===== src/source/port_arb_pkg.sv =====
////////////////////
// request port indexing
////////////////////

package port_arb_pkg;

  // upper limit on the number of request ports
  localparam int unsigned MaxPorts = 8;

  // enough bits to name any port up to MaxPorts
  localparam int unsigned PortIdxWidth = $clog2(MaxPorts);

  // port index, used for the arbiter result and the
  // stored index of an outstanding read
  typedef logic [PortIdxWidth-1:0] port_idx_t;

endpackage


===== src/source/mem_access_pkg.sv =====
////////////////////
// memory request and response types
////////////////////

package mem_access_pkg;

  // word address width, the bank holds 2**AddrWidth words
  localparam int unsigned AddrWidth = 8;
  // data word width
  localparam int unsigned DataWidth = 32;
  // one byte enable per byte lane
  localparam int unsigned StrbWidth = DataWidth / 8;

  typedef logic [AddrWidth-1:0] mem_addr_t;
  typedef logic [DataWidth-1:0] mem_data_t;
  typedef logic [StrbWidth-1:0] mem_strb_t;

  //////////////////////
  // request, 45 bits
  //////////////////////
  // carried as the data word through the arbitration tree
  typedef struct packed {
    logic      we;
    mem_addr_t addr;
    mem_strb_t strb;
    mem_data_t wdata;
  } mem_req_t;

  //////////////////////
  // read response, 33 bits
  //////////////////////
  // valid is high for exactly one cycle per returned read
  typedef struct packed {
    logic      valid;
    mem_data_t rdata;
  } mem_rsp_t;

endpackage

===== src/source/rsp_router.sv =====
////////////////////
// read response routing
////////////////////

`timescale 1ns/1ps

module rsp_router #(
  parameter int unsigned NumPorts = 4
) (
  input  logic                                    clk_i,
  input  logic                                    rst_ni,
  // read accepted by the bank this cycle
  input  logic                                    rd_i,
  // port that won the read
  input  port_arb_pkg::port_idx_t                 idx_i,
  // bank read data, valid the cycle after rd_i
  input  mem_access_pkg::mem_data_t               rdata_i,
  output mem_access_pkg::mem_rsp_t [NumPorts-1:0] rsp_o
);

  // outstanding read and its owner
  logic                    rd_q;
  port_arb_pkg::port_idx_t idx_q;

  always_ff @(posedge clk_i or negedge rst_ni) begin
    if (!rst_ni) begin
      rd_q <= 1'b0;
    end else begin
      rd_q <= rd_i;
    end
  end

  // owner index only matters while rd_q is set
  always_ff @(posedge clk_i) begin
    if (rd_i) begin
      idx_q <= idx_i;
    end
  end

  // steer data to the owner, every other port stays idle
  for (genvar p = 0; p < NumPorts; p++) begin : gen_rsp
    logic hit;
    assign hit            = rd_q & (idx_q == port_arb_pkg::port_idx_t'(p));
    assign rsp_o[p].valid = hit;
    assign rsp_o[p].rdata = hit ? rdata_i : '0;
  end

endmodule


===== config.mk =====
export PLATFORM = sky130hd
export DESIGN_NAME = rsp_router
export DESIGN_NICKNAME = d
export VERILOG_FILES = /design/src/source/port_arb_pkg.sv /design/src/source/mem_access_pkg.sv /design/src/source/rsp_router.sv
export SDC_FILE = /design/constraint.sdc
export NUM_CORES = 1
export LEC_CHECK = 0
export BUFFER_PORTS_ARGS = -buffer_cell sky130_fd_sc_hd__buf_2
export CAP_MARGIN = 0
export CORE_AREA = 2 2 66 68
export DETAILED_ROUTE_END_ITERATION = 12
export DIE_AREA = 0 0 68 70
export PLACE_DENSITY_LB_ADDON = 0.2
export SLEW_MARGIN = 20
export SYNTH_ARGS = -nofsm -noshare
export SYNTH_HDL_FRONTEND = slang
export SYNTH_SLANG_ARGS = --single-unit

===== constraint.sdc =====
create_clock -name clk_i -period 1.5 [get_ports clk_i]
set_input_delay 0.3 -clock clk_i [delete_from_list [all_inputs] [get_ports clk_i]]
set_output_delay 0.3 -clock clk_i [all_outputs]
set_load 0.02 [all_outputs]

Yosys cells after proc, flatten, opt, wreduce, memory -nomap -nowiden
Index checks and enable logic that the tools add are counted.
{"block": "totals", "register_bits": 4, "output_inout_bits": 132, "wordCells": 14}
{"block": "classes", "eq_ne": 3, "mux": 4, "n_bitwise": 4, "n_reduce_logical": 1}
{"cell": "two-way mux 32 bit", "n": 4}
{"cell": "== test 3 x 2 -> 1 bit, second input constant", "n": 2}
{"cell": "bitwise AND 1 bit", "n": 4}
{"cell": "== test 3 x 1 -> 1 bit, second input constant", "n": 1}
{"cell": "zero test 3 bit", "n": 1}

Depth between registers and ports, before layout
Gate-level depths: netlist of run 1.
{"block": "logic_depth", "word_depth": 3, "ltp_mapped": 4, "depth_no_buf": 2}

Least setup slack after synthesis of run 1
No wires, ideal clock.
{"block": "synth_path", "path_kind": "register -> output", "from": "register idx_q[0]", "to": "output rsp_o[85] in the netlist's numbering", "arrival_time_ps": 1317, "t_required_ps": 1200, "setup_slack_ps": -117, "path_stages_with_launch": 4, "n_path_buf": 1, "path_cell_list": "edfxtp_1 > or3b_4 > buf_6 > nor2_1"}
{"item": "from (decl)", "line_no": "rsp_router.sv:23", "rtl": "port_arb_pkg::port_idx_t idx_q;"}
{"item": "from (signal assigned)", "line_no": "rsp_router.sv:36", "rtl": "idx_q <= idx_i;"}
{"item": "to (decl)", "line_no": "rsp_router.sv:18", "rtl": "output mem_access_pkg::mem_rsp_t [NumPorts-1:0] rsp_o"}

==> results.txt, run 1 <==
----------------------------------------------------
[Timing]
  Final setup TNS ... -60.89 ns
  Setup slack after layout ... -0.532 ns
  Endpoints failing setup ... ~130
  Post-route minimum period ... 2.03 ns
  Max frequency ... 492 MHz
  Unrepaired setup endpoints after global routing ... yes
  Worst hold slack ... 0.240 ns
  Share of the cycle needed by the critical path after routing ... 135%
  Slew headroom ... 71.3%
  Final hold violation count ... 0
  Count of pins over their slew limit ... 0
  Transition time of the tightest slew-check pin ... 0.430 ns

[Route]
  Antenna violation net count after detailed routing ... 0
  Total number of vias ... 2246
  Aggregate routed wire length ... 9240 um
  Iteration count of the initial detailed-routing pass ... 4
  Iteration-0 DRC Markers ... 92
  DRC violation count after routing ... 0
  Post-DR wirelength/cell ... about 22 um
  Vias per Instance ... 5.25

[Synthesis]
  Post-synthesis cell type count ... 17
  Netlist Area Pre-Place ... about 950 sq um
  Most frequently used cell type in the post-synthesis netlist ... sky130_fd_sc_hd__nor2_1
  Fraction of registers with async set or reset after synthesis ... 25.0%
  Post-synth top flop ... sky130_fd_sc_hd__edfxtp_1
  Share of the synthesized area in the top cell type ... 46.8%
  Biggest area consumer among synthesized cells ... sky130_fd_sc_hd__nor2_1
  Most frequent cells after synthesis ... 118 x sky130_fd_sc_hd__nor2_1, 30 x sky130_fd_sc_hd__nand2_1, 8 x sky130_fd_sc_hd__and2_1
  Synthesized area per cell ... 4.99 sq um
  Warning count from the yosys run ... 0
  Synth area leaders ... sky130_fd_sc_hd__nor2_1 47%, sky130_fd_sc_hd__nand2_1 12%, sky130_fd_sc_hd__edfxtp_1 9.5%, sky130_fd_sc_hd__and2_1 5.3%, sky130_fd_sc_hd__buf_4 4.8%
  Number of enable flip-flop cells after synthesis ... 3
  Sequential fraction of the synthesis area ... 12.2%
  Synthesized Nets ... roughly 230
  Cell count after synthesis ... 190
  Flip-flop and latch count after synthesis ... 4

[Finish]
  Final core area utilization ... between 90% and 100%
  Net count of the finished layout ... 415
  Fraction of layout cells with a size suffix above 1 ... 88.0%
  Number of cells in the finished layout apart from fillers ... 428
  Area overhead of the layout relative to synthesis ... 314%
  Diode count ... 0

[Floorplanning]
  CORE AREA ... a little over 4000 sq um
  I/O pin count ... 170
  Row Count ... 24
  Floorplan die area ... 4760 sq um
  Vertical die dimension ... around 70 um
  Die W ... approximately 68 um
  Starting density of the core ... 22.9%

[Clock network]
  Buffer depth of the longest clock path ... 2
  CTS tree ... built
  Number of H-tree branching levels ... 1
  Clk slew on worst S/H paths ... 0.04 ns
  Total clock sinks ... 4
  Root Buffer Master ... sky130_fd_sc_hd__clkbuf_8
  Number of buffers created by CTS ... 3

[Setup path]
  Required time of the critical path ... approximately 1.2 ns
  Category of the most critical setup path ... register to output port
  CP Launch Type ... register
  Critical path endpoint ... rsp_o[84]
  Source of the critical timing path ... idx_q[1]
  Kind of end point of the critical path ... output port
  Worst-path fanout max ... 6
  Arrival time at the worst endpoint ... 1.73 ns

[GRT]
  Pin count of the biggest net entering global routing ... 18
  GRT Util Overall ... 27.1%
  Overall overflow remaining after global route ... 0
  Vias in the first global route ... 1964
  Antenna violations before repair ... 0
  Wire length of the first global-routing pass ... 9920 um

[Power and ir drop]
  LEAKAGE ... 1.60 nW
  Power density cells ... approximately 340 nW/um^2
  Peak ir drop on the vdd network ... just over 800 uV

[Placement]
  Count of input and output buffers ... 169
  Worst slack at placement ... -0.199 ns
  Post-detail-place hpwl ... 3740 um
  Number of placed cells counting well taps ... between 400 and 500
  Global placement routability congestion ... 0.818

[Hold path]
  Min-delay worst type ... input port to register
  Hold wc startpoint ... rd_i

[Run]
  Max-capacitance violation count ... 0

[Outcome]
  Status ... finished with violations
  Violated checks ... setup timing

----------------------------------------------------
-- final cells by class --
| cell class | instances | area [sq um] |
|---|---|---|
| clock buffers | 4 | 45.0 |
| fillers | 101 | 225 |
| repair buffers | 202 | 2170 |
| flip-flops and latches | 4 | 115 |
| multi-input cells | 166 | 1530 |
| well taps | 52 | 65.1 |
-- where the power goes --
| group | total, mW | switching, mW | internal (mW) |
|---|---|---|---|
| sequential | 0.139 | 0.00953 | 0.129 |
| clock | 0.256 | 0.0734 | 0.183 |
| combinational | 0.954 | 0.554 | 0.400 |
-- through the flow --
step / power [mW] / area [sq um]
floorplan: 0.527 / 1410
global placement: 0.705 / 2340
detailed placement: 0.710 / 2340
CTS: 1.18 / 3430
global route: 1.39 / 3920
finish: 1.35 / 3920
-- kinds of logic after synthesis --
| family | Yosys count | share of synthesized area (%) |
|---|---|---|
| flip-flops | 4 | 12.2 |
| buffers and inverters | 20 | 14.1 |
| AND/OR/NAND/NOR | 166 | 73.7 |
-- layer usage --
metal	global-route usage (%)	up-vias	share of wire, %
met3	3.86	35	6.6
met5	0	-	0
met2	54.2	150	54
met4	9.11	0	4.4
li1	-	959	-
met1	26.8	1102	35
-- placed cells by master (no fill, tap or decap), drive strengths merged --
| cell | count |
|---|---|
| nor4b | 1 |
| nand2 | 30 |
| or3b | 2 |
| nand3b | 1 |
| buf | 195 |
| and4b | 1 |
| dlygate4sd3 | 1 |
| and2 | 8 |
| dfrtp | 1 |
| or3 | 1 |
| nor2 | 120 |
| clkbuf | 10 |
| edfxtp | 3 |
| and4bb | 2 |
-- what timing repair did --
action / 4_1_cts / 5_1_grt
endpoints found under the hold margin: 1 / 0
hold buffers: 1 / 0
gates cloned: 5 / 7
setup buffers: 2 / 3
setup endpoints to repair: 132 / 132
pin swaps: 7 / 6
resized for setup: 289 / 80
-- how the worst min path moves through the flow --
stage	end	slack (ns)	cells after the start
finish	rd_q	0.24	1
global route	idx_q[2]	0.25	1
CTS	rd_q	0.24	1
detailed placement	rd_q	0.08	1
global placement	rd_q	0.08	1
floorplan	rd_q	0.004	0
-- registers in the layout, indices dropped and copies added, names as in the netlist --
name and flops:
rd_q 1, idx_q 3
-- critical path, stage by stage (launching register included) --
cell and delay (ns):
sky130_fd_sc_hd__edfxtp_1 0.38, sky130_fd_sc_hd__buf_4 0.16, sky130_fd_sc_hd__or3b_4 0.49, sky130_fd_sc_hd__buf_12 0.19, sky130_fd_sc_hd__nor2_2 0.12, sky130_fd_sc_hd__buf_4 0.16
Note: power is estimated with default switching activity, not from simulation.
==> run 2, diff against run 1 <==
--- a/config.mk
+++ b/config.mk
@@ -6,7 +6,7 @@
 export NUM_CORES = 1
 export LEC_CHECK = 0
 export BUFFER_PORTS_ARGS = -buffer_cell sky130_fd_sc_hd__buf_2
-export CAP_MARGIN = 0
+export CAP_MARGIN = 20
 export CORE_AREA = 2 2 66 68
 export DETAILED_ROUTE_END_ITERATION = 12
 export DIE_AREA = 0 0 68 70
==> constraint.sdc (replaced) <==
create_clock -name clk_i -period 2.2 [get_ports clk_i]
set_input_delay 0.44 -clock clk_i [delete_from_list [all_inputs] [get_ports clk_i]]
set_output_delay 0.44 -clock clk_i [all_outputs]
set_load 0.02 [all_outputs]
==> run 2 against run 1 <==
The run now ends clean. First-iteration DRC count down 36%. Global-route usage down 12 points. Combinational power down 71%. Total power down 60%. Design area down 53%. Count of clock-buffer cells in the layout unchanged. Routed wire length down 55%. Clock power down 36%. Sequential share of layout area up 3.4 points. Worst hold slack better by 0.15 ns. Core utilization down 51 points. Setup slack better by 0.66 ns. Critical path type unchanged. Largest power group unchanged.
==> results.txt, run 2 (synthesis gave the netlist of run 1 again) <==
----------------------------------------------------
[Outcome]
  Status ... finished, final reports clean (was finished with violations)

[Finish]
  Fraction of layout cells with a size suffix above 1 ... 52.6% (was 88.0%)
  Final design area excluding fillers ... 1820 sq um (was 3920 sq um)
  Area overhead of the layout relative to synthesis ... 92.6% (was 314%)
  Net count of the finished layout ... 389 (was 415)
  Highest-count cells in the layout ignoring fill and taps ... 169 x sky130_fd_sc_hd__buf_2, 118 x sky130_fd_sc_hd__nor2_1, 30 x sky130_fd_sc_hd__nand2_1 (was 121 x sky130_fd_sc_hd__buf_6, 104 x sky130_fd_sc_hd__nor2_4, 37 x sky130_fd_sc_hd__buf_2)
  Flip-flop count of the largest register after layout ... 3 (unchanged)
  Diode count ... 0 (unchanged)
  Largest registers in the final layout ... idx_q: 3 flops, rd_q: 1 flops (unchanged)
  Commonest non-fill, non-tap cell in the layout ... sky130_fd_sc_hd__buf_2 (was sky130_fd_sc_hd__buf_6)
  Largest reg by FF count ... idx_q (unchanged)

[Setup path]
  Source of the critical timing path ... idx_q[0] (was idx_q[1])
  CP Launch Type ... register (unchanged)
  Worst-path fanout max ... 30 (was 6)
  Required time of the critical path ... 1.76 ns (was 1.20 ns)
  Arrival time at the worst endpoint ... 1.63 ns (was 1.73 ns)
  Critical path endpoint ... rsp_o[73] (was rsp_o[84])
  Kind of end point of the critical path ... output port (unchanged)
  Category of the most critical setup path ... register to output port (unchanged)

[Route]
  Iteration-0 DRC Markers ... 59 (was 92)
  Post-DR wirelength/cell ... 10.4 um (was 21.6 um)
  Iteration count of the initial detailed-routing pass ... 4 (unchanged)
  Total number of vias ... 1724 (was 2246)
  DRC violation count after routing ... 0 (unchanged)
  Vias per Instance ... 4.29 (was 5.25)
  Aggregate routed wire length ... 4180 um (was 9240 um)
  Antenna violation net count after detailed routing ... 0 (unchanged)

[Timing]
  Max frequency ... a little under 500 MHz
  Final setup TNS ... 0 ns (was -60.89 ns)
  Setup slack after layout ... 0.132 ns (was -0.532 ns)
  Endpoints failing setup ... 0 (was 132)
  Count of pins over their slew limit ... 0 (unchanged)
  Post-route minimum period ... 2.07 ns
  Share of the cycle needed by the critical path after routing ... 94.0%
  Final hold violation count ... 0 (unchanged)
  Slew headroom ... 72.4% (was 71.3%)
  Transition time of the tightest slew-check pin ... 0.408 ns (was 0.430 ns)
  Unrepaired setup endpoints after global routing ... no (was yes)

[Placement]
  Global placement routability congestion ... 0.764 (was 0.818)
  Post-detail-place hpwl ... 3200 um (was 3740 um)
  Area of placed instances ... 1770 sq um (was 2340 sq um)
  Worst slack at placement ... 0.367 ns (was -0.199 ns)
  Count of input and output buffers ... 169 (unchanged)

[Clock network]
  Clk slew on worst S/H paths ... 0.03 ns (was 0.04 ns)
  Total clock sinks ... 4 (unchanged)
  Buffers inserted during post-CTS setup optimization ... 0 (was 2)
  CTS tree ... built (unchanged)
  Number of H-tree branching levels ... 1 (unchanged)
  Buffer depth of the longest clock path ... 2 (unchanged)
  Number of buffers created by CTS ... 3 (unchanged)
  Cts repair resizes ... 0 (was 289)
  Root Buffer Master ... sky130_fd_sc_hd__clkbuf_8 (unchanged)

[Run]
  Max-capacitance violation count ... 0 (unchanged)

[GRT]
  Antenna violations before repair ... 0 (unchanged)
  Global routing's busiest layer ... met2 (unchanged)
  GRT Util Overall ... 14.8% (was 27.1%)
  Pin count of the biggest net entering global routing ... 31 (was 18)
  Met2 global-route usage ... 30.2% (was 54.2%)
  Overall overflow remaining after global route ... 0 (unchanged)
  Vias in the first global route ... 1250 (was 1964)
  Wire length of the first global-routing pass ... 5750 um (was 9920 um)
  Global routing met3 resource utilization ... 0.805% (was 3.86%)
  Met1 Resource Use GR ... 15.9% (was 26.8%)

[Floorplanning]
  I/O pin count ... 170 (unchanged)
  CORE AREA ... 4140 sq um (unchanged)
  Vertical die dimension ... 70 um (unchanged)
  Floorplan die area ... 4760 sq um (unchanged)
  Row Count ... 24 (unchanged)
  Starting density of the core ... 22.9% (unchanged)
  Die W ... 68 um (unchanged)

[Hold path]
  Depth of the worst hold-timing path ... 1 (unchanged)
  Min-delay worst type ... input port to register (unchanged)

[Power and ir drop]
  Peak ir drop on the vdd network ... 379 uV (was 806 uV)
  Power density cells ... 293 nW/um^2 (was 344 nW/um^2)
  LEAKAGE ... 1.24 nW (was 1.60 nW)

----------------------------------------------------
-- run 2: cell type report --
| cell class | instances | area (sq um) |
|---|---|---|
| clock buffer | 4 | 45.0 |
| tap | 52 | 65.1 |
| fill | 462 | 2320 |
| multi-input combinational | 166 | 698 |
| sequential | 4 | 115 |
| timing repair buffer | 176 | 901 |
-- run 2: layer usage --
metal | wire (um) | vias to the layer above
met3 | 345 | 0
met1 | 1650 | 756
met4 | 0 | 0
met2 | 2190 | 82
li1 | - | 886
met5 | 0 | -
-- run 2: per-stage QoR --
step                cells  utilization, %  power, mW  hold slack, ns
floorplan             190               -      0.279           0.144
global placement      397            42.7      0.372           0.216
detailed placement    397            42.7      0.373           0.217
CTS                   402            44.0      0.542           0.384
global route          402            44.0      0.573           0.395
finish                402            44.0      0.534           0.388
-- run 2: how the worst min path moves through the flow --
stage,endpoint,startpoint,slack (ns)
global route,rd_q,rd_i,0.40
global placement,rd_q,rst_ni,0.22
finish,rd_q,rd_i,0.39
floorplan,rd_q,rst_ni,0.14
detailed placement,rd_q,rst_ni,0.22
CTS,rd_q,rd_i,0.38
-- run 2: critical path, stage by stage, from the launching register on --
cell                       delay (ns)
sky130_fd_sc_hd__edfxtp_1        0.46
sky130_fd_sc_hd__or3b_4          0.60
sky130_fd_sc_hd__nor2_1          0.16
sky130_fd_sc_hd__buf_2           0.18
-- run 2: where the power goes --
part,internal [mW],switching [mW]
clock network,0.124,0.0387
registers,0.0883,0.00798
logic,0.0930,0.182
-- run 2: what timing repair did --
action                                 4_1_cts  5_1_grt
setup endpoints to repair                    0        0
endpoints found under the hold margin        1        0
hold buffers                                 1        0
