## src/source/port_arb_pkg.sv

```systemverilog
////////////////////
// request port indexing
////////////////////

package port_arb_pkg;

  // upper limit on the number of request ports
  localparam int unsigned MaxPorts = 8;

  // enough bits to name any port up to MaxPorts
  localparam int unsigned PortIdxWidth = $clog2(MaxPorts);

  // port index, used for the arbiter result and the
  // stored index of an outstanding read
  typedef logic [PortIdxWidth-1:0] port_idx_t;

endpackage

```

## src/source/mem_access_pkg.sv

```systemverilog
////////////////////
// memory request and response types
////////////////////

package mem_access_pkg;

  // word address width, the bank holds 2**AddrWidth words
  localparam int unsigned AddrWidth = 8;
  // data word width
  localparam int unsigned DataWidth = 32;
  // one byte enable per byte lane
  localparam int unsigned StrbWidth = DataWidth / 8;

  typedef logic [AddrWidth-1:0] mem_addr_t;
  typedef logic [DataWidth-1:0] mem_data_t;
  typedef logic [StrbWidth-1:0] mem_strb_t;

  //////////////////////
  // request, 45 bits
  //////////////////////
  // carried as the data word through the arbitration tree
  typedef struct packed {
    logic      we;
    mem_addr_t addr;
    mem_strb_t strb;
    mem_data_t wdata;
  } mem_req_t;

  //////////////////////
  // read response, 33 bits
  //////////////////////
  // valid is high for exactly one cycle per returned read
  typedef struct packed {
    logic      valid;
    mem_data_t rdata;
  } mem_rsp_t;

endpackage
```

## src/source/rr_arb_tree.sv

```systemverilog
////////////////////
// round-robin arbitration tree
////////////////////

`timescale 1ns/1ps

module rr_arb_tree #(
  parameter int unsigned NumPorts = 4,
  parameter bit          LockIn   = 1'b1
) (
  input  logic                                     clk_i,
  input  logic                                     rst_ni,
  // clears counter and lock state
  input  logic                                     flush_i,
  // request side
  input  logic [NumPorts-1:0]                      req_i,
  output logic [NumPorts-1:0]                      gnt_o,
  input  mem_access_pkg::mem_req_t [NumPorts-1:0]  data_i,
  // arbitrated side
  input  logic                                     gnt_i,
  output logic                                     req_o,
  output mem_access_pkg::mem_req_t                 data_o,
  output port_arb_pkg::port_idx_t                  idx_o
);

  if (NumPorts == 1) begin : gen_single
    // nothing to arbitrate
    assign req_o    = req_i[0];
    assign gnt_o[0] = gnt_i;
    assign data_o   = data_i[0];
    assign idx_o    = '0;
  end else begin : gen_tree
    localparam int unsigned NumLevels = $clog2(NumPorts);
    localparam int unsigned NumNodes  = 2**NumLevels - 1;

    // node storage, node 0 is the root
    logic [NumNodes-1:0][NumLevels-1:0]         index_nodes;
    mem_access_pkg::mem_req_t [NumNodes-1:0]    data_nodes;
    logic [NumNodes-1:0]                        req_nodes;
    logic [NumNodes-1:0]                        gnt_nodes;

    // rotating priority counter
    port_arb_pkg::port_idx_t rr_d, rr_q;
    // request vector seen by the tree, frozen while locked
    logic [NumPorts-1:0]     req_d;

    // root of the tree is the arbitration result
    assign req_o        = req_nodes[0];
    assign data_o       = data_nodes[0];
    assign idx_o        = port_arb_pkg::port_idx_t'(index_nodes[0]);
    assign gnt_nodes[0] = gnt_i;

    ////////////////////
    // lock-in
    ////////////////////
    if (LockIn) begin : gen_lock
      logic                lock_q;
      logic [NumPorts-1:0] req_q;

      // while locked the tree sees the captured requests
      assign req_d = lock_q ? req_q : req_i;

      always_ff @(posedge clk_i or negedge rst_ni) begin
        if (!rst_ni) begin
          lock_q <= 1'b0;
          req_q  <= '0;
        end else if (flush_i) begin
          lock_q <= 1'b0;
          req_q  <= '0;
        end else begin
          // pending output request without grant keeps the decision
          lock_q <= req_o & ~gnt_i;
          req_q  <= req_d;
        end
      end
    end else begin : gen_no_lock
      assign req_d = req_i;
    end

    ////////////////////
    // priority counter
    ////////////////////
    // advance on every accepted grant, wrap at the last port
    always_comb begin
      rr_d = rr_q;
      if (req_o && gnt_i) begin
        if (rr_q == port_arb_pkg::port_idx_t'(NumPorts - 1)) begin
          rr_d = '0;
        end else begin
          rr_d = rr_q + 1'b1;
        end
      end
    end

    always_ff @(posedge clk_i or negedge rst_ni) begin
      if (!rst_ni) begin
        rr_q <= '0;
      end else if (flush_i) begin
        rr_q <= '0;
      end else begin
        rr_q <= rr_d;
      end
    end

    ////////////////////
    // tree levels
    ////////////////////
    for (genvar level = 0; level < NumLevels; level++) begin : gen_levels
      for (genvar n = 0; n < 2**level; n++) begin : gen_nodes
        // this node and its left child
        localparam int unsigned Node  = 2**level - 1 + n;
        localparam int unsigned Child = 2**(level + 1) - 1 + 2 * n;
        // first port below a leaf node
        localparam int unsigned Port  = 2 * n;

        if (level == NumLevels - 1) begin : gen_leaf
          if (Port + 1 < NumPorts) begin : gen_pair
            logic sel;
            // right wins if left is idle or the counter bit favours it
            assign sel = ~req_d[Port] | (req_d[Port+1] & rr_q[NumLevels-1-level]);
            assign req_nodes[Node]   = req_d[Port] | req_d[Port+1];
            assign index_nodes[Node] = NumLevels'(Port) | NumLevels'(sel);
            assign data_nodes[Node]  = sel ? data_i[Port+1] : data_i[Port];
            assign gnt_o[Port]       = gnt_nodes[Node] & req_d[Port] & ~sel;
            assign gnt_o[Port+1]     = gnt_nodes[Node] & req_d[Port+1] & sel;
          end else if (Port + 1 == NumPorts) begin : gen_odd
            // unbalanced leaf, single requester
            assign req_nodes[Node]   = req_d[Port];
            assign index_nodes[Node] = NumLevels'(Port);
            assign data_nodes[Node]  = data_i[Port];
            assign gnt_o[Port]       = gnt_nodes[Node] & req_d[Port];
          end else begin : gen_empty
            // beyond the last port, never requests
            assign req_nodes[Node]   = 1'b0;
            assign index_nodes[Node] = '0;
            assign data_nodes[Node]  = '0;
          end
        end else begin : gen_inner
          logic sel;
          assign sel = ~req_nodes[Child] | (req_nodes[Child+1] & rr_q[NumLevels-1-level]);
          assign req_nodes[Node]   = req_nodes[Child] | req_nodes[Child+1];
          assign index_nodes[Node] = sel ? index_nodes[Child+1] : index_nodes[Child];
          assign data_nodes[Node]  = sel ? data_nodes[Child+1] : data_nodes[Child];
          // grant walks down towards the selected child
          assign gnt_nodes[Child]   = gnt_nodes[Node] & ~sel;
          assign gnt_nodes[Child+1] = gnt_nodes[Node] & sel;
        end
      end
    end
  end

endmodule

```

## config.mk

```make
export PLATFORM = sky130hd
export DESIGN_NAME = rr_arb_tree
export DESIGN_NICKNAME = d
export VERILOG_FILES = /design/src/source/port_arb_pkg.sv /design/src/source/mem_access_pkg.sv /design/src/source/rr_arb_tree.sv
export SDC_FILE = /design/constraint.sdc
export NUM_CORES = 1
export LEC_CHECK = 0
export ABC_AREA = 1
export BUFFER_PORTS_ARGS = -buffer_cell sky130_fd_sc_hd__buf_2
export CORE_AREA = 2 2 117 96
export CTS_CLUSTER_SIZE = 28
export DETAILED_ROUTE_END_ITERATION = 16
export DIE_AREA = 0 0 119 98
export GPL_TIMING_DRIVEN = 0
export PLACE_DENSITY = 0.69
export RECOVER_POWER = 50
export SYNTH_ARGS = -nofsm -noshare
export SYNTH_HDL_FRONTEND = slang
export SYNTH_SLANG_ARGS = --single-unit
export TNS_END_PERCENT = 1
```

## constraint.sdc

```tcl
create_clock -name clk_i -period 2.1 [get_ports clk_i]
set_input_delay 0.21 -clock clk_i [delete_from_list [all_inputs] [get_ports clk_i]]
set_output_delay 0.21 -clock clk_i [all_outputs]
set_load 0.01 [all_outputs]
```

After elaboration in Yosys (flattened, before gate mapping):

Cells that the tools add are included.

* flip-flop bits (word level): 8
* bits in latches: 0
* RAM bits: 0
* bits in read-only memories: 0
* logic and storage cells: 44
* memories kept: 0

* $add $sub $neg: 1
* multipliers: 0
* div/mod/pow operators: 0
* $lt $le $gt $ge: 0
* equal/unequal tests: 1
* shift operators: 0
* multiplexer cells: 10
* bitwise gates (word level): 27
* reduce and logical (&&, ||, !) cells: 2

Operators by type and width (count)
* $mux 45: 3
* $and 1x1->1: 14
* $mux 3: 3
* $mux 4: 2
* $not 1->1: 7
* $or 1x1->1: 6
* $add 3x1->3 const B: 1
* $eq 3x2->1 const B: 1
* $mux 2: 1
* $reduce_bool 2->1: 1
* $logic_and 1x1->1: 1
* $mux 1: 1

Logic depth before layout (Yosys ltp):

Gate-level depths: netlist of run 1.

* depth after elaboration: 8
* mapped depth: 11
* depth with buffers taken out: 9

Least setup slack after synthesis of run 1:

No wires, ideal clock.

* path type: reg2out
* start: reg gen_tree.gen_lock.lock_q
* end: out data_o[24] in the netlist's numbering
* data arrival time: 1397 ps
* data required time: 1890 ps
* path slack: 493 ps
* stages on the path, launching flop included: 10
* cell sequence: dfrtp_1 inv_2 nand2_1 nand2_2 buf_6 clkbuf_1 nand3_1 nand2_1 nand2_1 nand2_1

RTL lines
* start: declaration: line rr_arb_tree.sv:57 `logic lock_q;`
* start signal: assignment: line rr_arb_tree.sv:72 `lock_q <= req_o & ~gnt_i;`
* end: declaration: line rr_arb_tree.sv:22 `output mem_access_pkg::mem_req_t data_o,`

==> results of run 1 <==
==> through the flow <==
| stage | area (sq um) | total power [mW] | std cells |
|---|---|---|---|
| 6_report | 4460 | 1.91 | 923 |
| 5_1_grt | 4460 | 2.08 | 923 |
| 4_1_cts | 4110 | 1.77 | 910 |
| 3_5_place_dp | 3950 | 1.41 | 904 |
| 3_3_place_gp | 3950 | 1.40 | 904 |
| 2_1_floorplan | 2580 | 0.899 | 522 |
==> timing repair <==
| action | in CTS | in global routing |
|---|---|---|
| setup endpoints to repair | 47 | 44 |
| pin swaps | 0 | 7 |
| hold endpoints to repair | 8 | 0 |
| setup buffers | 2 | 10 |
| hold buffers | 1 | 0 |
| resized for setup | 19 | 53 |
| cloned | 0 | 3 |
==> where the power goes <==
part | switching (mW) | internal (mW) | leakage, nW | total (mW)
logic | 0.749 | 0.655 | 2.69 | 1.40
registers | 0.0163 | 0.165 | 0.104 | 0.182
clock network | 0.0743 | 0.245 | 0.0370 | 0.320
==> worst max-delay path, cell delays in order (launching register included) <==
cell and delay, ps:
dfrtp_2 450, inv_4 120, nand2_1 60, nand2_1 100
nand2_2 100, a21oi_4 190, buf_6 160, buf_8 130
nand2_1 60, nand2_1 70, buf_2 130
==> registers in the layout (all words and copies together), names as in the netlist <==
name and flops:
gen_tree.rr_q 3, gen_tree.gen_lock.lock_q 1, gen_tree.gen_lock.req_q 4
==> path summary, 6_finish.rpt <==
check | start | to | slack, ps | depth (start not counted)
min in group asynchronous | rst_ni | gen_tree.rr_q[2] | 450 | 2
min reg2reg | gen_tree.rr_q[2] | gen_tree.rr_q[2] | 580 | 4
min | flush_i | gen_tree.gen_lock.req_q[0] | 210 | 2
max | gen_tree.gen_lock.lock_q | data_o[23] | 80 | 10
max reg2reg | gen_tree.gen_lock.lock_q | gen_tree.rr_q[1] | 600 | 9
max in group asynchronous | rst_ni | gen_tree.gen_lock.lock_q | 1300 | 2
==> cells by family after synthesis <==
family,count (synthesis),synth area share (%)
other cells,1,0.145
simple gates,412,72.6
buf+inv,95,17.8
fa+ha+maj,1,0.484
flops,8,7.75
compound gates,5,1.21
==> cell type report <==
cell class              count  area (sq um)
inverters                  54           205
clock buffers               3          75.1
repair buffers            254          1390
multi-input cells         419          2020
flip-flops and latches      8           201
fillers                  1222          6130
plain buffers              41           383
well taps                 144           180
==> layer usage <==
metal  global-route usage [%]  part of all wire (%)  vias up
met5                        0                     0        -
met4                     3.85                   1.3        0
met3                     2.16                   8.7       14
met2                     33.6                    48      216
met1                     23.8                    42     1806
li1                         -                     -     2144
==> placed cells by master (no fill, tap or decap), types with 6 or more instances in the layout <==
master and count:
clkbuf_16 6, nand2_1 246, clkbuf_4 8, buf_2 247
buf_4 15, nand2_2 6, nor2_1 7, nand3b_1 44
dfrtp_1 7, buf_8 8, nand3_1 94, inv_1 52
==> qor.txt, run 1 <==
Status - finished clean
Die area - 0.0117 sq mm
Nets - 970
Yosys top cell by area - nand2_1
Remaining DRCs - 0
Final setup fails - 0
HP Class - in -> reg
Area contributors post-synth - nand2_1 (37%), nand3_1 (18%), nand3b_1 (13%), dfrtp_1 (7.8%), inv_1 (7.6%)
Syn avg cell area - 4.95 sq um
Setup WS pre-CTS - 39.0 ps
Pin count of the biggest net entering global routing - 11
Yosys cell types - 22
Final HPWL DP - 9230 um
Total track usage - 18.6%
DR vias/cell - 4.53
Crit path max fanout - 10
Final WS setup - 81.2 ps
Setup Skew - 0.272 ps
Core Area - 0.0106 sq mm
Rows - 34
Die W - 119 um
CTS tree - done
Drt pass-1 iters - 4
CP startpoint kind - flip-flop
Final critical-path share of the clock period - 96.1%
Initial antenna violation count - 0
Clock transition at the registers of the reported paths - 40 ps
Synthesized area - 0.00258 sq mm
First-pass GRT wire length - 18100 um
H-tree Lvls - 1
TritonCTS Buffers - 3
Area added between synthesis and finish - 72.8%
Die H - 98 um
Clk Tree Root Cell - clkbuf_16
Post-synth top flop - dfrtp_1
Worst skew pair latency - 230 ps
Routed WL - 11800 um
WHS - 207 ps
Highest Clock Rate - 495 MHz
Worst Path Required - 1890 ps
Final Hold Vio Count - 0
Setup total negative slack - 0 ps
Routed Antenna Nets - 0
CP Data Arrival Time - 1810 ps
Total gr overflow - 0
Peak VDD IR - 337 uV
Yosys warning total - 0
Crit Path Class - reg -> out
Clock Sinks - 8
Port Buffers - 238
List of most frequent post-synthesis cells - nand2_1 (253), nand3_1 (95), inv_1 (52)
Leak - 2.84 nW
Avg WL per Cell - 12.7 um
Initial core utilization - 24.4%
Crit path capture type - output port
Tmin final - 2020 ps
Pwr/cell area - 427 mW/mm^2
Top-count cell post-synth - nand2_1
Async SR Flop Fraction - 100%
DRT iter0 DRCs - 169
Unrepaired setup endpoints after global routing - true
Vias in the first global route - 3822
# diodes - 0
Bufs on Longest Clock Path - 2
#FFs+latches synth - 8
Fraction of final layout cells with drive strength greater than 1 - 40.6%
Seq/Total Area, Yosys - 7.75%
Max_cap viols - 0
EDFF count, synth - 0
Max-slew violations - 0
Total number of vias - 4180
I/O pin cnt - 241
Net Count, Synth - 711
Synth top area share - 36.8%
Syn Inst Count - 522
Placer Congestion - 0.843
Finished Core Util - 42.1%
Note: power is estimated with default switching activity, not from simulation.
==> run 2, diff against run 1 <==
==> constraint.sdc (replaced) <==
create_clock -name clk_i -period 2.1 [get_ports clk_i]
set_input_delay 0.42 -clock clk_i [delete_from_list [all_inputs] [get_ports clk_i]]
set_output_delay 0.42 -clock clk_i [all_outputs]
set_load 0.01 [all_outputs]
==> qor.txt, run 2 (synthesis gave the netlist of run 1 again) <==
Final critical-path share of the clock period - 105%
Worst path top cell family by delay - buffers and inverters
TritonCTS Buffers - 3
Placer Congestion - 0.843
First-pass GRT wire length - 18800 um
Avg WL per Cell - 13.1 um
Pin count of the biggest net entering global routing - 12
Net Switching - 0.876 mW
CP startpoint kind - flip-flop
Drt pass-1 iters - 4
Top Registers - gen_tree.gen_lock.req_q: 4 flops, gen_tree.rr_q: 3 flops, gen_tree.gen_lock.lock_q: 1 flops
Final Non-Filler Cells - 933
Nets - 980
Final HPWL DP - 9230 um
Clock share of power - 16.1%
Fillers - 1193
Die area - 0.0117 sq mm
Worst Path Buf+Inv - 4
Dpl cells - 904
Largest register FFs - 4
Met3 wire len - 846 um
H-tree Lvls - 1
Combinational share of power - 74.9%
Commonest non-fill, non-tap cell in the layout - nand2_1
Largest Register - gen_tree.gen_lock.req_q
Setup Skew - 1.58 ps
Final Hold Vio Count - 0
Worst r2r path cells - 9
DR vias/cell - 4.53
Initial core utilization - 24.4%
Sequential power share - 9.0%
Pwr/cell area - 425 mW/mm^2
Tmin final - 2210 ps
Port Buffers - 238
Crit path capture type - output port
Final WS setup - -112 ps
Top Layer Used - met4
Fraction of final layout cells with drive strength greater than 1 - 43.2%
Die H - 98 um
Worst skew pair latency - 230 ps
Clock transition at the registers of the reported paths - 40 ps
I/O pin cnt - 241
# hold bufs at CTS - 0
Remaining DRCs - 0
Routed WL - 12200 um
Crit path max fanout - 4
Switching part of the total - 43.7%
Internal power - 1.13 mW
HP Class - in -> async
Crit-path slowest cell - dfrtp_2
DRT iter0 DRCs - 166
Rows - 34
Cell repeated most along the worst path - nand2_1
Initial antenna violation count - 0
Total track usage - 19.3%
Bufs on Longest Clock Path - 2
Status - complete, but fails checks
Clk Tree Root Cell - clkbuf_16
Die W - 119 um
CP Data Arrival Time - 1790 ps
Reg area - 201 sq um
Clock Sinks - 8
Max_cap viols - 0
WL met2 - 5680 um
Area added between synthesis and finish - 82.9%
Max-slew violations - 0
Peak VDD IR - 351 uV
CTS tree - done
Metal-1 WL - 5410 um
Failing checks - setup timing
Vias in the first global route - 3958
Total gr overflow - 0
Critical path's largest stage delay - 440 ps
Total number of vias - 4229
Highest Clock Rate - 452 MHz
Area of the multi-input gates - 0.00209 sq mm
Critical R2R Capture - gen_tree.rr_q[1]
Most frequent cells in the layout - nand2_1 (245), buf_2 (234), nand3_1 (83)
Final setup fails - 45
Crit-path cells - nand2_1, nand2_4, buf_4, bufbuf_16, buf_4, nand3_1, nand2_1, nand2_1, nand2_1, buf_2
R2r startpoint - gen_tree.gen_lock.lock_q
Unrepaired setup endpoints after global routing - true
Routed Antenna Nets - 0
# diodes - 0
Worst Path Required - 1680 ps
Overall Power - 2.01 mW
Leak - 2.97 nW
Core Area - 0.0106 sq mm
Worst reg2reg setup slack - 610 ps
Crit Path Class - reg -> out
[run 2: timing repair]
item / 4_1_cts / 5_1_grt
endpoints found under the setup margin: 51 / 51
endpoints found under the hold margin: 0 / 0
setup buffers: 20 / 3
pin swaps: 8 / 15
gates resized for setup: 73 / 29
gates cloned: 2 / 2
[run 2: worst max-delay path by stage]
stage,from,end,slack [ps],depth (start not counted)
finish,gen_tree.gen_lock.lock_q,data_o[1],-110,10
detailed placement,gen_tree.gen_lock.lock_q,data_o[30],-170,11
floorplan,gen_tree.gen_lock.lock_q,data_o[24],280,9
CTS,gen_tree.gen_lock.lock_q,data_o[1],-100,10
global route,gen_tree.gen_lock.lock_q,data_o[6],-210,11
global placement,gen_tree.gen_lock.lock_q,data_o[30],-160,11
[run 2: routing by layer]
metal / track usage [%] / up-vias
met2: 33.9 / 190
met5: 0 / -
li1: - / 2162
met3: 2.22 / 22
met1: 25.4 / 1855
met4: 4.58 / 0
[run 2: power by group through the flow]
stage / Sequential [mW] / Clock (mW) / Combinational, mW
after floorplan: 0.176 / 0 / 0.723
after global placement: 0.178 / 0 / 1.23
after detailed placement: 0.179 / 0 / 1.23
after CTS: 0.179 / 0.326 / 1.41
after global routing: 0.183 / 0.336 / 1.66
final: 0.181 / 0.323 / 1.50
[run 2: through the flow]
stage	hold slack (ps)	utilization, %	instance area [sq um]	setup TNS [ps]	setup WS [ps]
final	106	44.6	4720	-2770	-112
after global routing	149	44.6	4720	-7870	-211
after CTS	32.3	42.6	4510	-2710	-98.5
after detailed placement	277	37.3	3950	-3920	-171
after global placement	267	37.3	3950	-3540	-158
after floorplan	124	-	2580	0	283
[run 2: layout make-up]
class                   instances  share of cell area, %
repair buffers                265                   33.0
multi-input cells             419                   44.3
plain buffers                  40                   8.66
well taps                     144                   3.81
inverters                      54                   4.34
clock buffers                   3                   1.59
flip-flops and latches          8                   4.26
==> run 3, diff against run 2 <==
--- a/config.mk
+++ b/config.mk
@@ -7,12 +7,12 @@
 export LEC_CHECK = 0
 export ABC_AREA = 1
 export BUFFER_PORTS_ARGS = -buffer_cell sky130_fd_sc_hd__buf_2
-export CORE_AREA = 2 2 117 96
+export CORE_AREA = 2 2 94 96
 export CTS_CLUSTER_SIZE = 28
 export DETAILED_ROUTE_END_ITERATION = 16
-export DIE_AREA = 0 0 119 98
+export DIE_AREA = 0 0 96 98
 export GPL_TIMING_DRIVEN = 0
-export PLACE_DENSITY = 0.69
+export PLACE_DENSITY = 0.8
 export RECOVER_POWER = 50
 export SYNTH_ARGS = -nofsm -noshare
 export SYNTH_HDL_FRONTEND = slang
==> qor.txt, run 3 (synthesis gave the netlist of run 1 again) <==
Vias in the first global route - 3814
Die W - 96 um
Fraction of final layout cells with drive strength greater than 1 - 42.7%
Rows - 34
First-pass GRT wire length - 17300 um
Most frequent cells in the layout - nand2_1 (238), buf_2 (236), nand3_1 (93)
Crit path max fanout - 7
Status - complete, but fails checks
DR vias/cell - 4.74
Switching part of the total - 45.6%
H-tree Lvls - 1
# hold bufs at CTS - 0
Highest Clock Rate - 441 MHz
Top Registers - gen_tree.gen_lock.req_q: 4 flops, gen_tree.rr_q: 3 flops, gen_tree.gen_lock.lock_q: 1 flops
Area after DPL - 0.00391 sq mm
Bufs on Longest Clock Path - 2
Initial antenna violation count - 0
Initial core utilization - 30.5%
Clock transition at the registers of the reported paths - 50 ps
Routed Antenna Nets - 0
Commonest non-fill, non-tap cell in the layout - nand2_1
Crit Path Class - reg -> out
Crit path capture type - output port
Area added between synthesis and finish - 76.7%
Drt pass-1 iters - 5
Tmin final - 2270 ps
Placer Congestion - 0.894
I/O pin cnt - 241
Setup Skew - 7.64 ps
Total gr overflow - 0
Net Switching - 0.847 mW
Peak VDD IR - 333 uV
Pwr/cell area - 407 mW/mm^2
Die H - 98 um
Final WS setup - -169 ps
Fillers - 924
Final HPWL DP - 8880 um
Avg WL per Cell - 13.3 um
Fin area - 0.00456 sq mm
Port Buffers - 238
Final critical-path share of the clock period - 108%
Remaining DRCs - 0
Core Area - 0.00847 sq mm
Clk Tree Root Cell - clkbuf_8
Pin count of the biggest net entering global routing - 11
Setup total negative slack - -5980 ps
Worst Path Required - 1680 ps
Unrepaired setup endpoints after global routing - true
Largest Register - gen_tree.gen_lock.req_q
Total track usage - 23.0%
Clock Sinks - 8
DRT iter0 DRCs - 209
CP Data Arrival Time - 1850 ps
CP startpoint kind - flip-flop
Failing checks - setup timing
Nets - 982
Total number of vias - 4263
Sequential power share - 9.6%
Max_cap viols - 0
HP Class - in -> async
Leak - 2.94 nW
Largest register FFs - 4
Die area - 0.00941 sq mm
Combinational share of power - 80.0%
Clock share of power - 10.4%
Worst skew pair latency - 240 ps
Max-slew violations - 0
Internal power - 1.01 mW
CTS tree - done
# diodes - 0
Final Hold Vio Count - 0
Final setup fails - 51
TritonCTS Buffers - 3
Routed WL - 11900 um
==> run 3: worst paths after layout <==
kind | start | end | slack, ps | depth (start not counted)
worst max-delay path | gen_tree.gen_lock.lock_q | data_o[31] | -170 | 11
worst min-delay path | rst_ni | gen_tree.gen_lock.req_q[2] | 100 | 1
worst max register to register | gen_tree.gen_lock.lock_q | gen_tree.rr_q[1] | 620 | 10
worst min register to register | gen_tree.gen_lock.req_q[0] | gen_tree.gen_lock.req_q[0] | 570 | 2
max in group asynchronous | rst_ni | gen_tree.gen_lock.lock_q | 1660 | 1
min in group clk_i | flush_i | gen_tree.gen_lock.req_q[2] | 430 | 2
==> run 3: stage by stage <==
stage / cells / hold WS [ps] / utilization [%] / setup slack, ps / power [mW]
2_1_floorplan: 522 / 124 / - / 283 / 0.899
3_3_place_gp: 868 / 271 / 46.2 / -127 / 1.39
3_5_place_dp: 868 / 273 / 46.2 / -133 / 1.40
4_1_cts: 886 / 21.9 / 50.0 / -118 / 1.71
5_1_grt: 899 / 137 / 53.9 / -247 / 2.02
6_report: 899 / 99.5 / 53.9 / -169 / 1.86
==> run 3: power groups by stage <==
stage | clock, mW | combinational (mW) | sequential [mW]
floorplan | 0 | 0.723 | 0.176
detailed placement | 0 | 1.22 | 0.178
CTS | 0.195 | 1.34 | 0.177
global placement | 0 | 1.21 | 0.178
global route | 0.202 | 1.64 | 0.181
finish | 0.193 | 1.49 | 0.179
==> run 3: layout make-up <==
type	count	area, sq um	share of cell area [%]
plain buffers	41	410	8.99
clock buffers	3	41.3	0.905
flip-flops and latches	8	201	4.41
well taps	108	135	2.96
repair buffers	266	1560	34.2
multi-input cells	419	2010	44.0
inverters	54	208	4.55
==> run 3: repair_timing <==
item | CTS | global route
endpoints found under the hold margin | 0 | 0
resized for setup | 48 | 40
setup buffers | 15 | 7
endpoints found under the setup margin | 51 | 51
cloned | 0 | 6
pin swaps | 4 | 13
==> run 3: routing by layer <==
layer	wire length (um)	part of all wire (%)	track usage [%]
met1	4970	42	30.4
met2	5900	49	40.0
met3	937	7.9	2.16
met4	124	1.0	4.84
met5	0	0	0
==> run 3: critical path, cell delays in order, from the launching register on <==
cell and delay (ps):
dfrtp_2 460, clkinv_4 110, nand2_4 60, nand2_4 90, nor2_4 60, buf_6 120
a21oi_4 160, buf_8 180, clkbuf_16 160, nand2_1 50, nand2_1 40, buf_2 130
